[src/rtl/cart_pkg.sv]
`default_nettype none

package cart_pkg;

	////////////////////////////////////////
	// Widths and memory map
	////////////////////////////////////////

	typedef logic [15:0] word_t;

	localparam int MEM_AW      = 15; // Lower half ROM, upper half work RAM
	localparam int ROM_AW      = 14;
	localparam int PAGE_OFS_W  = 9;  // 512 words per page
	localparam int PAGE_SEL_W  = 3;  // Eight CPU pages
	localparam int BANK_W      = 5;  // 32 physical pages

	localparam logic [24:0] HDR_REGION_ADDR = 25'h1F0;
	localparam int ROM_INDEX_MAX = 1;

	// Accept to valid, in clocks
	localparam int RAM_LATENCY = 2;

	////////////////////////////////////////
	// Enums
	////////////////////////////////////////

	typedef enum logic [1:0] {
		REGION_JP = 2'd0,
		REGION_US = 2'd1,
		REGION_EU = 2'd2
	} region_e;

	typedef enum logic [1:0] {
		ARB_IDLE   = 2'd0, // Nothing in flight
		ARB_LOADER = 2'd1, // Loader write in flight
		ARB_CPU    = 2'd2  // CPU access in flight
	} arb_state_e;

endpackage

`default_nettype wire

[src/rtl/bank_mapper.sv]
`timescale 1ns/1ps
`default_nettype none

module bank_mapper #(
	parameter int BANK_W     = 5,
	parameter int PAGE_OFS_W = 9
) (
	input  wire                          clk_sys,
	input  wire                          rst_n,
	input  wire                          rom_download,
	input  wire [BANK_W-1:0]             page_mask,
	// CPU port
	input  wire                          cpu_rd,
	input  wire                          cpu_wr,
	input  wire                          cpu_bank_wr,
	input  wire [cart_pkg::MEM_AW-1:0]   cpu_addr,
	input  wire cart_pkg::word_t         cpu_wdata,
	output cart_pkg::word_t              cpu_rdata,
	output logic                         cpu_busy,
	// Arbiter side
	output logic                         cpu_req,
	output logic                         cpu_we,
	output logic [cart_pkg::MEM_AW-1:0]  mem_addr,
	output cart_pkg::word_t              mem_wdata,
	input  wire                          cpu_done,
	input  wire cart_pkg::word_t         mem_rdata
);

	localparam int NBANK = 2 ** cart_pkg::PAGE_SEL_W;

	logic [BANK_W-1:0] bank_q [NBANK];
	logic [cart_pkg::PAGE_SEL_W-1:0] page_sel;
	logic [cart_pkg::PAGE_SEL_W-1:0] bank_idx;
	logic [BANK_W-1:0] phys_page;
	logic dl_q;
	logic is_wram;
	logic start;

	assign page_sel  = cpu_addr[PAGE_OFS_W +: cart_pkg::PAGE_SEL_W];
	assign bank_idx  = cpu_addr[cart_pkg::PAGE_SEL_W-1:0];
	assign phys_page = bank_q[page_sel] & page_mask;
	assign is_wram   = cpu_addr[cart_pkg::MEM_AW-1];

	// ROM writes are dropped here and never reach the arbiter
	assign start = !cpu_busy && (cpu_rd || (cpu_wr && is_wram));

	////////////////////////////////////////
	// Bank registers
	////////////////////////////////////////

	always_ff @(posedge clk_sys or negedge rst_n) begin
		if (!rst_n) begin
			dl_q <= 1'b0;
			for (int i = 0; i < NBANK; i++) begin
				bank_q[i] <= BANK_W'(i);
			end
		end else begin
			dl_q <= rom_download;
			if (rom_download && !dl_q) begin
				for (int i = 0; i < NBANK; i++) begin
					bank_q[i] <= BANK_W'(i); // Identity map for a fresh image
				end
			end else if (cpu_bank_wr && bank_idx != '0 && page_mask[BANK_W-1]) begin
				bank_q[bank_idx] <= cpu_wdata[BANK_W-1:0]; // Only for large images
			end
		end
	end

	////////////////////////////////////////
	// Access tracking
	////////////////////////////////////////

	always_ff @(posedge clk_sys or negedge rst_n) begin
		if (!rst_n) begin
			cpu_busy <= 1'b0;
		end else if (start) begin
			cpu_busy <= 1'b1;
		end else if (cpu_done) begin
			cpu_busy <= 1'b0;
		end
	end

	assign cpu_req = cpu_busy;

	always_ff @(posedge clk_sys) begin
		if (start) begin
			cpu_we    <= cpu_wr && is_wram;
			mem_wdata <= cpu_wdata;
			if (is_wram)
				mem_addr <= {1'b1, cpu_addr[cart_pkg::MEM_AW-2:0]};
			else
				mem_addr <= {1'b0, phys_page, cpu_addr[PAGE_OFS_W-1:0]};
		end
		if (cpu_done && !cpu_we)
			cpu_rdata <= mem_rdata; // Held until the next read
	end

endmodule

`default_nettype wire

[config.mk]
export PLATFORM = sky130hd
export DESIGN_NAME = bank_mapper
export DESIGN_NICKNAME = d
export VERILOG_FILES = /design/src/rtl/cart_pkg.sv /design/src/rtl/bank_mapper.sv
export SDC_FILE = /design/constraint.sdc
export NUM_CORES = 1
export LEC_CHECK = 0
export BUFFER_PORTS_ARGS = -buffer_cell sky130_fd_sc_hd__buf_2
export CAP_MARGIN = 20
export CORE_ASPECT_RATIO = 0.6
export CORE_UTILIZATION = 57
export CTS_BUF_LIST = sky130_fd_sc_hd__clkbuf_4
export CTS_CLUSTER_SIZE = 30
export DETAILED_ROUTE_END_ITERATION = 7
export HOLD_SLACK_MARGIN = 0.06
export PLACE_DENSITY = 0.83
export SLEW_MARGIN = 20
export SYNTH_ARGS = -nofsm -noshare
export SYNTH_HDL_FRONTEND = slang
export SYNTH_SLANG_ARGS = --single-unit
[constraint.sdc]
create_clock -name clk_sys -period 5 [get_ports clk_sys]
set_clock_uncertainty 0.15 [all_clocks]
set_input_delay 1 -clock clk_sys [delete_from_list [all_inputs] [get_ports clk_sys]]
set_output_delay 1 -clock clk_sys [all_outputs]
set_load 0.005 [all_outputs]
### Word-level counts from Yosys, hierarchy flattened

Index checks and enable logic that the tools add are counted.

* bits in registers: 90
* input bits: 59
* output and inout port bits: 50
* word-level logic and storage cells: 45

* magnitude comparators: 3
* multiplexer cells: 11
* bitwise logic cells: 3
* reduce and logical (&&, ||, !) cells: 14

Operator list (count)
* $mux 40: 2
* $bwmux 40: 1
* $bmux 5 s3: 1
* $demux 5 s3: 1
* $mux 15: 1
* $mux 5: 3
* $ge 4x4->1 const B: 2
* $not 3->4: 2
* $logic_and 1x1->1: 7
* $and 5x5->5: 1
* $lt 4x1->1 const B: 1
* $reduce_bool 2->1: 2
* $logic_not 1->1: 3
* $reduce_bool 3->1: 1
* $mux 1: 2
* $logic_or 1x1->1: 1

### Longest topological paths before layout

Gate-level depths: netlist of run 1.

* depth in word-level cells: 8
* gate-level depth with buffers: 5
* depth with buffers taken out: 3

### Worst setup path before layout of run 1

OpenSTA, ideal clock, no wires.

* kind: in2reg
* from: in cpu_addr[14] (netlist bit)
* to: reg cpu_we (enable)
* setup time: 0.422 ns
* arrival: 2.820 ns
* required time: 4.428 ns
* slack: 1.608 ns
* stages: 4
* path buffers: 1
* path through: clkbuf_1 > and2_1 > nor2_1 > nor2_1

* cells in the longest elaborated chain, start to end: 3

RTL lines
* start: declaration: line bank_mapper.sv:16 `input wire [cart_pkg::MEM_AW-1:0] cpu_addr,`
* $logic_and 1x1->1: line bank_mapper.sv:45 `assign start = !cpu_busy && (cpu_rd || (cpu_wr && is_wram));`
* $logic_or 1x1->1: line bank_mapper.sv:45
* $logic_and 1x1->1: line bank_mapper.sv:45
* via start: line bank_mapper.sv:37 `logic start;`
* end signal: assignment: line bank_mapper.sv:87 `cpu_we <= cpu_wr && is_wram;`
* end: declaration: line bank_mapper.sv:22 `output logic cpu_we,`

The timed path passes the listed nets, and every way through them passes these cells.
A chain may end at the register's enable or synchronous reset.

### Worst setup path in the final report of run 1

* from: in cpu_addr[14] (netlist bit)
* to: reg mem_wdata[4] (enable)

* cells in the longest elaborated chain, start to end: 3

RTL lines
* $logic_and 1x1->1: line bank_mapper.sv:45
* $logic_or 1x1->1: line bank_mapper.sv:45
* $logic_and 1x1->1: line bank_mapper.sv:45
* via start: line bank_mapper.sv:37
* end signal: assignment: line bank_mapper.sv:88 `mem_wdata <= cpu_wdata;`
* end: declaration: line bank_mapper.sv:24 `output cart_pkg::word_t mem_wdata,`

The timed path passes the listed nets, and every way through them passes these cells.

==> results of run 1 <==
## cell type report
| cell class | instances | share of cell area, % |
|---|---|---|
| Tap cell | 84 | 2.43 |
| Clock inverter | 4 | 0.433 |
| Clock buffer | 12 | 2.08 |
| Inverter | 2 | 0.173 |
| Multi-Input combinational cell | 172 | 24.3 |
| Timing Repair Buffer | 109 | 12.7 |
| Sequential cell | 90 | 57.9 |
## power by group through the flow
stage / logic (mW) / registers (mW) / clock network (mW)
floorplan: 0.0659 / 0.863 / 0
global placement: 0.141 / 0.860 / 0
detailed placement: 0.146 / 0.862 / 0
CTS: 0.146 / 0.846 / 0.347
global route: 0.161 / 0.850 / 0.378
finish: 0.146 / 0.846 / 0.338
## path summary, 6_finish.rpt
path | startpoint | end | cells after the start
max in group asynchronous | rst_n | bank_q[4] | 1
min | bank_q[37] | bank_q[37] | 1
max reg2reg | cpu_busy | mem_wdata[4] | 1
min reg2reg | bank_q[37] | bank_q[37] | 1
min in group asynchronous | rst_n | bank_q[35] | 1
max | cpu_addr[14] | mem_wdata[4] | 4
## per-layer routing
metal | share of wire [%] | vias up
met3 | 10 | 12
met5 | 0 | -
met1 | 44 | 1335
met4 | 1.4 | 0
met2 | 45 | 144
li1 | - | 1254
## flip-flops by register name, indices dropped and copies added (netlist names)
register / cells
bank_q: 40
cpu_busy: 1
cpu_rdata: 16
cpu_we: 1
dl_q: 1
mem_addr: 15
mem_wdata: 16
## through the flow
stage | worst slack [ns] | util, % | cell area (um^2)
after floorplan | 1.61 | - | 3660
after global placement | 2.34 | 68.5 | 4220
after detailed placement | 2.22 | 68.5 | 4220
after CTS | 2.74 | 70.2 | 4330
after global routing | 2.67 | 70.2 | 4330
final | 2.74 | 70.2 | 4330
## cell families (layout without fill, tap and decap cells)
group | after synthesis | count (layout) | synth area share [%]
muxes | 17 | 17 | 6.12
buffers and inverters | 21 | 127 | 2.97
AOI/OAI and AO/OA | 71 | 71 | 10.3
and+or+nand+nor | 84 | 84 | 12.1
DFF | 90 | 90 | 68.5
## cell usage in the layout, fill, tap and decap left out, drive strengths merged, types with 8 or more instances in the layout
master / count
mux2i: 13
nand3: 50
edfxtp: 48
clkbuf: 12
and2: 8
o21ai: 37
dfstp: 12
dfrtp: 30
a21oi: 28
buf: 109
==> summary.md, run 1 <==
| Metric | Value |
|---|---|
| Status | finished clean |
| DIE AREA | 6760 um^2 |
| Yosys top cell by area | edfxtp_1 |
| Max IR drop VDD | 0.225 mV |
| Switch Pwr | 325 uW |
| Clock power share | 25.4% |
| Top FF cell, synth | edfxtp_1 |
| DR WL/cell | 16.9 um |
| RSZ-0062 raised after global routing | false |
| Rows | 22 |
| Flop pwr share | about 64% |
| First-pass GRT wire length | 12600 um |
| Sw Share | 24.4% |
| Overall Power | about 1.3 mW |
| Final HPWL DP | 5600 um |
| Clock Sinks | 90 |
| Critical-path cell list | buf_2, and2_1, nor2_1, nor2_4 |
| Final min period | 2.26 ns |
| Busiest grt layer | met2 |
| Final cycle utilization of the critical path | 45.2% |
| Fillers | 471 |
| Cells after synthesis | between 200 and 300 |
| Clk root buf | clkbuf_4 |
| Share of layout cells above drive strength 1 | a little over a third |
| ANT cells | 0 |
| CTS tree | done |
| CP required | 4.93 ns |
| EDFF count, synth | 48 |
| Syn nets | around 340 |
| Internal power | 1.01 mW |
| Met1 usage in global routing | 36.4% |
| Fin. Hold Viols | 0 |
| GR Util met2 | 37.6% |
| Slew HR | a little under a third |
| Post-CTS Setup Inserts | 0 |
| GRT overflow | 0 |
| Leading post-synthesis cells by instance count | nand3_1 (50), edfxtp_1 (48), o21ai_0 (35) |
| CTS Hold Bufs | 0 |
| Least-Margin Pin Slew | 1.03 ns |
| Cell Area, Synth | 3660 um^2 |
| Count leader, synth | nand3_1 |
| Worst Path Class, Setup | primary input to flop |
| P_leak | 1.81 nW |
| Initial Util | between 50% and 60% |
| GR Util met3 | 9.59% |
| Placed Cells | 457 |
| Critical Path Sink Type | flop |
| Worst-path clk slew | ~0.12 ns |
| Worst skew pair latency | 0.45 ns |
| Footprint of the multi-input gates | 1050 um^2 |
| Top cell family by delay on the critical path | simple AND/OR/NAND/NOR gates |
| Antenna violations before repair | 0 |
| PwrDens | 307 nW/um^2 |
| ANT nets after route | 0 |
| CP Buf/Inv Count | 1 |
| Number of gates resized after cts | 0 |
| Area delta synth->final | 18.3% |
| Syn_area_per_cell | between 10 and 15 um^2 |
| Total GRT Usage | between 20% and 30% |
| Setup TNS | 0 ns |
| DRC viols | 0 |
| Setup violators final | 0 |
| Logic pwr share | 11.0% |
| HP Class | flop to flop |
| Reg2Reg Setup Slack | about 3.3 ns |
| Synth warnings | 0 |
| Sequential Area | 2510 um^2 |
| Die X-Extent | 105 um |
| CP max stage cell | nor2_4 |
| Register area share after synthesis | between 60% and 70% |
| Number of global-route vias before repair | about 2500 |
| DRT Wirelength | 8010 um |
| CP Launch Type | primary input |
| Die height | roughly 64 um |
| Vias per cell | 5.80 |
| CP arrival | 2.19 ns |
| CP max stage delay | 0.68 ns |
| Drt pass-1 iters | 6 |
| Ranking of synthesized cells by area | edfxtp_1 (39%), dfrtp_1 (21%), dfstp_2 (8.6%), nand3_1 (6.8%), o21ai_0 (4.8%) |
| Max_cap viols | 0 |
| Final cell count without fillers | ~470 |
| Crit-path max FO | 32 |
| H-tree depth reported by CTS | 3 |
| Async SR Flop Fraction | between 40 and 50% |
| Post-synthesis register bit count | 90 |
| # nets final | about 440 |
| I/O pin count | approximately 110 |
| Final Max Tran Viols | 0 |
| Largest net degree at the start of global routing | 43 |
| RePlAce Congestion | 0.824 |
| Top-area cell type share of the netlist area | about two fifths |
| Worst hold slack | 0.356 ns |
| CORE AREA | slightly above 6000 um^2 |
| TritonCTS Buffers | 9 |
| # port buffers | approximately 110 |
| Fmax | 442 MHz |
| CTS max path bufs | 2 |
| Vias | 2745 |
| Synth cell types | 27 |
| Initial drt markers | about 220 |
Note: power is estimated with default switching activity, not from simulation.
==> inputs of run 2 (changes only) <==
- CORE_UTILIZATION: 57 -> 53
- PLACE_DENSITY: 0.83 -> 0.78
- clock period: 5 -> 2.2 ns (I/O delays scaled with it)
==> run 2 against run 1 <==
  * Final cell count up 10%
  * Cell area increased by 11%
  * Utilization is 1.8 points higher
  * Worst setup slack worse by 2.4 ns
  * Highest routed layer unchanged
==> summary.md, run 2 (synthesis results as in run 1) <==
| Metric | Value |
|---|---|
| Status | finished clean |
| First-pass GRT wire length | about 15000 um |
| Max IR drop VDD | 0.439 mV |
| CP max stage cell | dlygate4sd3_1 |
| Pre-CTS WS | approximately 0.36 ns |
| Clock Sinks | 90 |
| Final cycle utilization of the critical path | 86.3% |
| DRT Wirelength | 9460 um |
| CP arrival | around 2.1 ns |
| Least-Margin Pin Slew | 0.709 ns |
| Worst Path Class, Setup | primary input to flop |
| Vias per cell | between 5 and 6 |
| Most common cell after layout, fill and taps aside | buf_2 |
| DRC viols | 0 |
| RSZ-0062 raised after global routing | false |
| Number of global-route vias before repair | roughly 2800 |
| Final min period | 1.90 ns |
| Crit Reg-Reg Startpoint | dl_q |
| Fin. Hold Viols | 0 |
| Worst Setup SP | cpu_addr[0] |
| Setup violators final | 0 |
| ANT cells | 0 |
| Drt pass-1 iters | 4 |
| Total GRT Usage | 28.1% |
| Crit-path max FO | 15 |
| CP max stage delay | 0.53 ns |
| CTS max path bufs | 2 |
| Largest net degree at the start of global routing | 43 |
| Worst hold start | cpu_addr[2] |
| # nets final | slightly below 500 |
| Final WS setup | slightly above 0.3 ns |
| I/O pin count | roughly 110 |
| DR WL/cell | 18.1 um |
| Register with the most flip-flops | bank_q |
| Critical-path cell list | dlygate4sd3_1, buf_2, nand3b_1, o21ai_0, nand3_1 |
| Area delta synth->final | 31.4% |
| Die X-Extent | 109 um |
| GRT overflow | 0 |
| CORE AREA | 6680 um^2 |
| Commonest non-fill, non-tap cells in the layout | buf_2 (108), nand3_1 (50), edfxtp_1 (48) |
| PwrDens | 666 nW/um^2 |
| Fillers | roughly 500 |
| TritonCTS Buffers | 9 |
| Final Max Tran Viols | 0 |
| H-tree depth reported by CTS | 3 |
| DIE AREA | between 7000 and 8000 um^2 |
| # port buffers | 108 |
| Worst-path clk slew | between 0.1 and 0.15 ns |
| Rows | 23 |
| Share of layout cells above drive strength 1 | about 34% |
| Clk root buf | clkbuf_4 |
| Final HPWL DP | 6300 um |
| Setup TNS | 0 ns |
| Slew HR | 52.7% |
| Die height | ~66 um |
| Antenna violations before repair | 0 |
| Placed Cells | 469 |
| Initial drt markers | 312 |
| CTS tree | done |
| ANT nets after route | 0 |
| Biggest regs | bank_q (40), cpu_rdata (16), mem_wdata (16) |
| P_leak | between 2 and 2.5 nW |
| HP Class | primary input to flop |
| CP Launch Type | primary input |
| Critical Path Sink Type | flop |
| Fmax | 527 MHz |
| Initial Util | 54.8% |
| Vias | between 2000 and 3000 |
| Max_cap viols | 0 |
| Worst skew pair latency | roughly 0.44 ns |
| RePlAce Congestion | between 0.8 and 0.9 |
| Number of gates resized after cts | 0 |
| CP required | 2.39 ns |
| Number of flip-flops under the largest register name | 40 |
| Final cell count without fillers | 522 |
run 2: changes by cell type in the layout (fill, tap and decap cells not counted), sizes merged:
cell,delta
buf,+9
clkinv,+1
bufinv,+1
clkbuf,-2
dlygate4sd3,+37
run 2: critical path, delay by kind of cell:
family                 cells  cell delay (ns)
AOI/OAI and AO/OA          1             0.34
buffers and inverters      2             0.67
and+or+nand+nor            2             0.64
run 2: what timing repair did:
item | in CTS | in global routing
setup buffers | 0 | 0
hold endpoints to repair | 66 | 0
hold buffers | 37 | 0
run 2: report_power, final:
group	switching (mW)	internal, mW
clock	0.524	0.342
sequential	0.0333	1.89
combinational	0.223	0.192
total	0.781	2.42
run 2: layout make-up:
type	count	area (um^2)	area share, %
inverters	2	7.51	0.156
clock inverters	6	48.8	1.01
repair buffers	155	1010	21.0
well taps	87	109	2.26
flip-flops and latches	90	2510	52.1
clock buffers	10	75.1	1.56
multi-input cells	172	1050	21.9
run 2: final timing paths:
check / slack, ns / end / cells after the start
setup reg to reg: 0.73 / bank_q[35] / 2
hold reg to reg: 0.35 / bank_q[37] / 1
max in group asynchronous: 1.07 / bank_q[30] / 3
min in group asynchronous: 0.44 / bank_q[36] / 3
setup / recovery: 0.30 / bank_q[26] / 5
hold / removal: 0.13 / mem_addr[2] / 1
run 2: through the flow:
step / hold slack (ns) / utilization [%] / instance area, um^2 / power, mW
floorplan: -0.00559 / - / 3670 / 2.11
global placement: 0.322 / 64.6 / 4320 / 2.30
detailed placement: 0.324 / 64.6 / 4320 / 2.32
CTS: 0.114 / 72.0 / 4810 / 3.22
global route: 0.110 / 72.0 / 4810 / 3.33
finish: 0.135 / 72.0 / 4810 / 3.21
run 2: layer usage:
metal  track usage, %  vias to the layer above  part of all wire, %
li1                 -                     1343                    -
met3             9.66                       21                  9.9
met4             10.3                        0                  2.4
met2             40.5                      169                   48
met5                0                        -                    0
met1             39.4                     1451                   40
==> inputs of run 3 (changes only) <==
- BUFFER_PORTS_ARGS: -buffer_cell sky130_fd_sc_hd__buf_2 -> default
- CORE_UTILIZATION: 53 -> 57
- DONT_BUFFER_PORTS: default -> 1
- PLACE_DENSITY: 0.78 -> 0.68
==> run 3 against run 2 <==
  * Final cell count is 19% lower
  * Non-clock buffer count is 94 lower
  * Count of clock-buffer cells in the layout is 2 higher
  * Worst setup slack worse by 0.13 ns
  * Utilization is 0.37 points lower
  * Sequential cell count stayed put
  * Sequential share of layout area is 4.6 points higher
==> summary.md, run 3 (synthesis results as in run 1) <==
| Metric | Value |
|---|---|
| Critical Path Sink Type | flop |
| Initial Util | a little under 60% |
| Final cycle utilization of the critical path | 92.2% |
| ANT cells | 0 |
| Die height | approximately 64 um |
| Finished Cell Area | 4420 um^2 |
| Final HPWL DP | 5370 um |
| PwrDens | about 700 nW/um^2 |
| Final min period | 2.03 ns |
| Most common cell after layout, fill and taps aside | dlygate4sd3_1 |
| Max_cap viols | 0 |
| Register with the most flip-flops | bank_q |
| Vias | around 2600 |
| Commonest non-fill, non-tap cells in the layout | dlygate4sd3_1 (53), nand3_1 (50), edfxtp_1 (48) |
| Rows | 22 |
| Area delta synth->final | 20.8% |
| Fin. Hold Viols | 0 |
| Worst Path Class, Setup | flop to flop |
| Worst hold slack | approximately 0.11 ns |
| Post-DP Area | 3740 um^2 |
| Share of layout cells above drive strength 1 | a little under an eighth |
| Largest net degree at the start of global routing | 43 |
| Antenna violations before repair | 0 |
| Final Max Tran Viols | 0 |
| DRC viols | 0 |
| Placed Cells | between 300 and 400 |
| Total GRT Usage | 28.7% |
| Worst skew pair latency | 0.46 ns |
| CP Launch Type | flop |
| Least-Margin Pin Slew | 0.691 ns |
| DR WL/cell | 21.2 um |
| Fmax | 493 MHz |
| CP arrival | approximately 2.1 ns |
| Status | finished clean |
| Number of global-route vias before repair | 2501 |
| Setup TNS | 0 ns |
| Setup violators final | 0 |
| First-pass GRT wire length | ~14000 um |
| Critical-path cell list | mux4_2, a21oi_1, o21ai_1, dlygate4sd3_1 |
| Number of flip-flops under the largest register name | 40 |
| CTS tree | done |
| Biggest regs | bank_q (40), cpu_rdata (16), mem_wdata (16) |
| Clk root buf | clkbuf_4 |
| Initial drt markers | between 200 and 250 |
| Die X-Extent | between 100 and 150 um |
| HP Class | primary input to flop |
| # port buffers | 0 |
| H-tree depth reported by CTS | 3 |
| Drt pass-1 iters | 5 |
| P_leak | 1.66 nW |
| CP max stage cell | dlygate4sd3_1 |
| ANT nets after route | 0 |
| Hold-critical path depth | 1 |
| Fillers | between 400 and 500 |
| CP max stage delay | roughly 0.56 ns |
| Crit Reg-Reg Startpoint | bank_q[6] |
| CP required | 2.27 ns |
| DRT Wirelength | 9000 um |
| Worst R2R Path Depth | 4 |
| CTS max path bufs | 2 |
| Worst hold start | cpu_addr[14] |
| CORE AREA | 6170 um^2 |
| Max IR drop VDD | ~0.55 mV |
| TritonCTS Buffers | 9 |
| Worst-path clk slew | between 0.1 and 0.15 ns |
| Number of gates resized after cts | 0 |
| R2R Path End | mem_addr[10] |
| Vias per cell | 6.10 |
| RSZ-0062 raised after global routing | false |
| RePlAce Congestion | ~0.85 |
| Crit-path max FO | 2 |
| Post-CTS Setup Inserts | 0 |
| I/O pin count | ~110 |
| Slew HR | 53.9% |
| Final cell count without fillers | 425 |
| GRT overflow | 0 |
| Clock Sinks | 90 |
| # nets final | 395 |
| WHS Endpoint | mem_addr[13] |
| Reg2Reg Setup Slack | 0.17 ns |
| DIE AREA | 6760 um^2 |
[run 3: cell types whose count changed in the layout (fill, tap and decap cells not counted), sizes merged]
| cell | previous run | this run |
|---|---|---|
| clkbuf | 10 | 12 |
| dlygate4sd3 | 37 | 53 |
| buf | 118 | 8 |
| clkinv | 5 | 3 |
[run 3: metal layers]
metal  up-vias  global-route usage (%)  wire (um)
met2       165                    42.4       4200
li1       1151                       -          -
met5         -                       0          0
met4         0                    11.1        135
met1      1261                    39.7       3650
met3        14                    9.69       1020
[run 3: how the worst max path moves through the flow]
stage	endpoint	startpoint	slack [ns]
after detailed placement	bank_q[17]	cpu_addr[0]	0.53
after CTS	mem_addr[10]	bank_q[1]	0.18
after global routing	cpu_busy	cpu_addr[14]	0.14
after floorplan	cpu_we	cpu_addr[14]	0.25
after global placement	bank_q[8]	cpu_addr[0]	0.61
final	mem_addr[10]	bank_q[6]	0.17
[run 3: power breakdown]
part	total, mW	leakage (nW)	switching [mW]	internal (mW)
combinational	0.309	0.591	0.168	0.140
sequential	1.94	0.991	0.0469	1.89
clock	0.898	0.0764	0.521	0.377
total	3.15	1.66	0.736	2.41
[run 3: repair_timing]
item                                    in CTS  in global routing
endpoints found under the setup margin       0                  0
hold buffers                                54                  0
hold endpoints to repair                   126                  0
[run 3: worst max-delay path, delay by kind of cell, from the launching register on]
kind	cells	cell delay, ns
muxes	1	0.46
buffers and inverters	1	0.56
DFF	1	0.39
AOI/OAI and AO/OA	2	0.24
[run 3: final cells by class]
class | instances | area [um^2] | area share [%]
Sequential cell | 90 | 2510 | 56.7
Multi-Input combinational cell | 172 | 1050 | 23.8
Tap cell | 84 | 105 | 2.38
Inverter | 2 | 7.51 | 0.170
Timing Repair Buffer | 61 | 616 | 13.9
Clock inverter | 4 | 42.5 | 0.963
Clock buffer | 12 | 90.1 | 2.04
[run 3: metrics by stage]
| step | setup WS [ns] | util, % | total power [mW] |
|---|---|---|---|
| after floorplan | 0.253 | - | 2.11 |
| after global placement | 0.610 | 60.6 | 2.16 |
| after detailed placement | 0.529 | 60.6 | 2.17 |
| after CTS | 0.184 | 71.7 | 3.16 |
| after global routing | 0.143 | 71.7 | 3.26 |
| final | 0.171 | 71.7 | 3.15 |
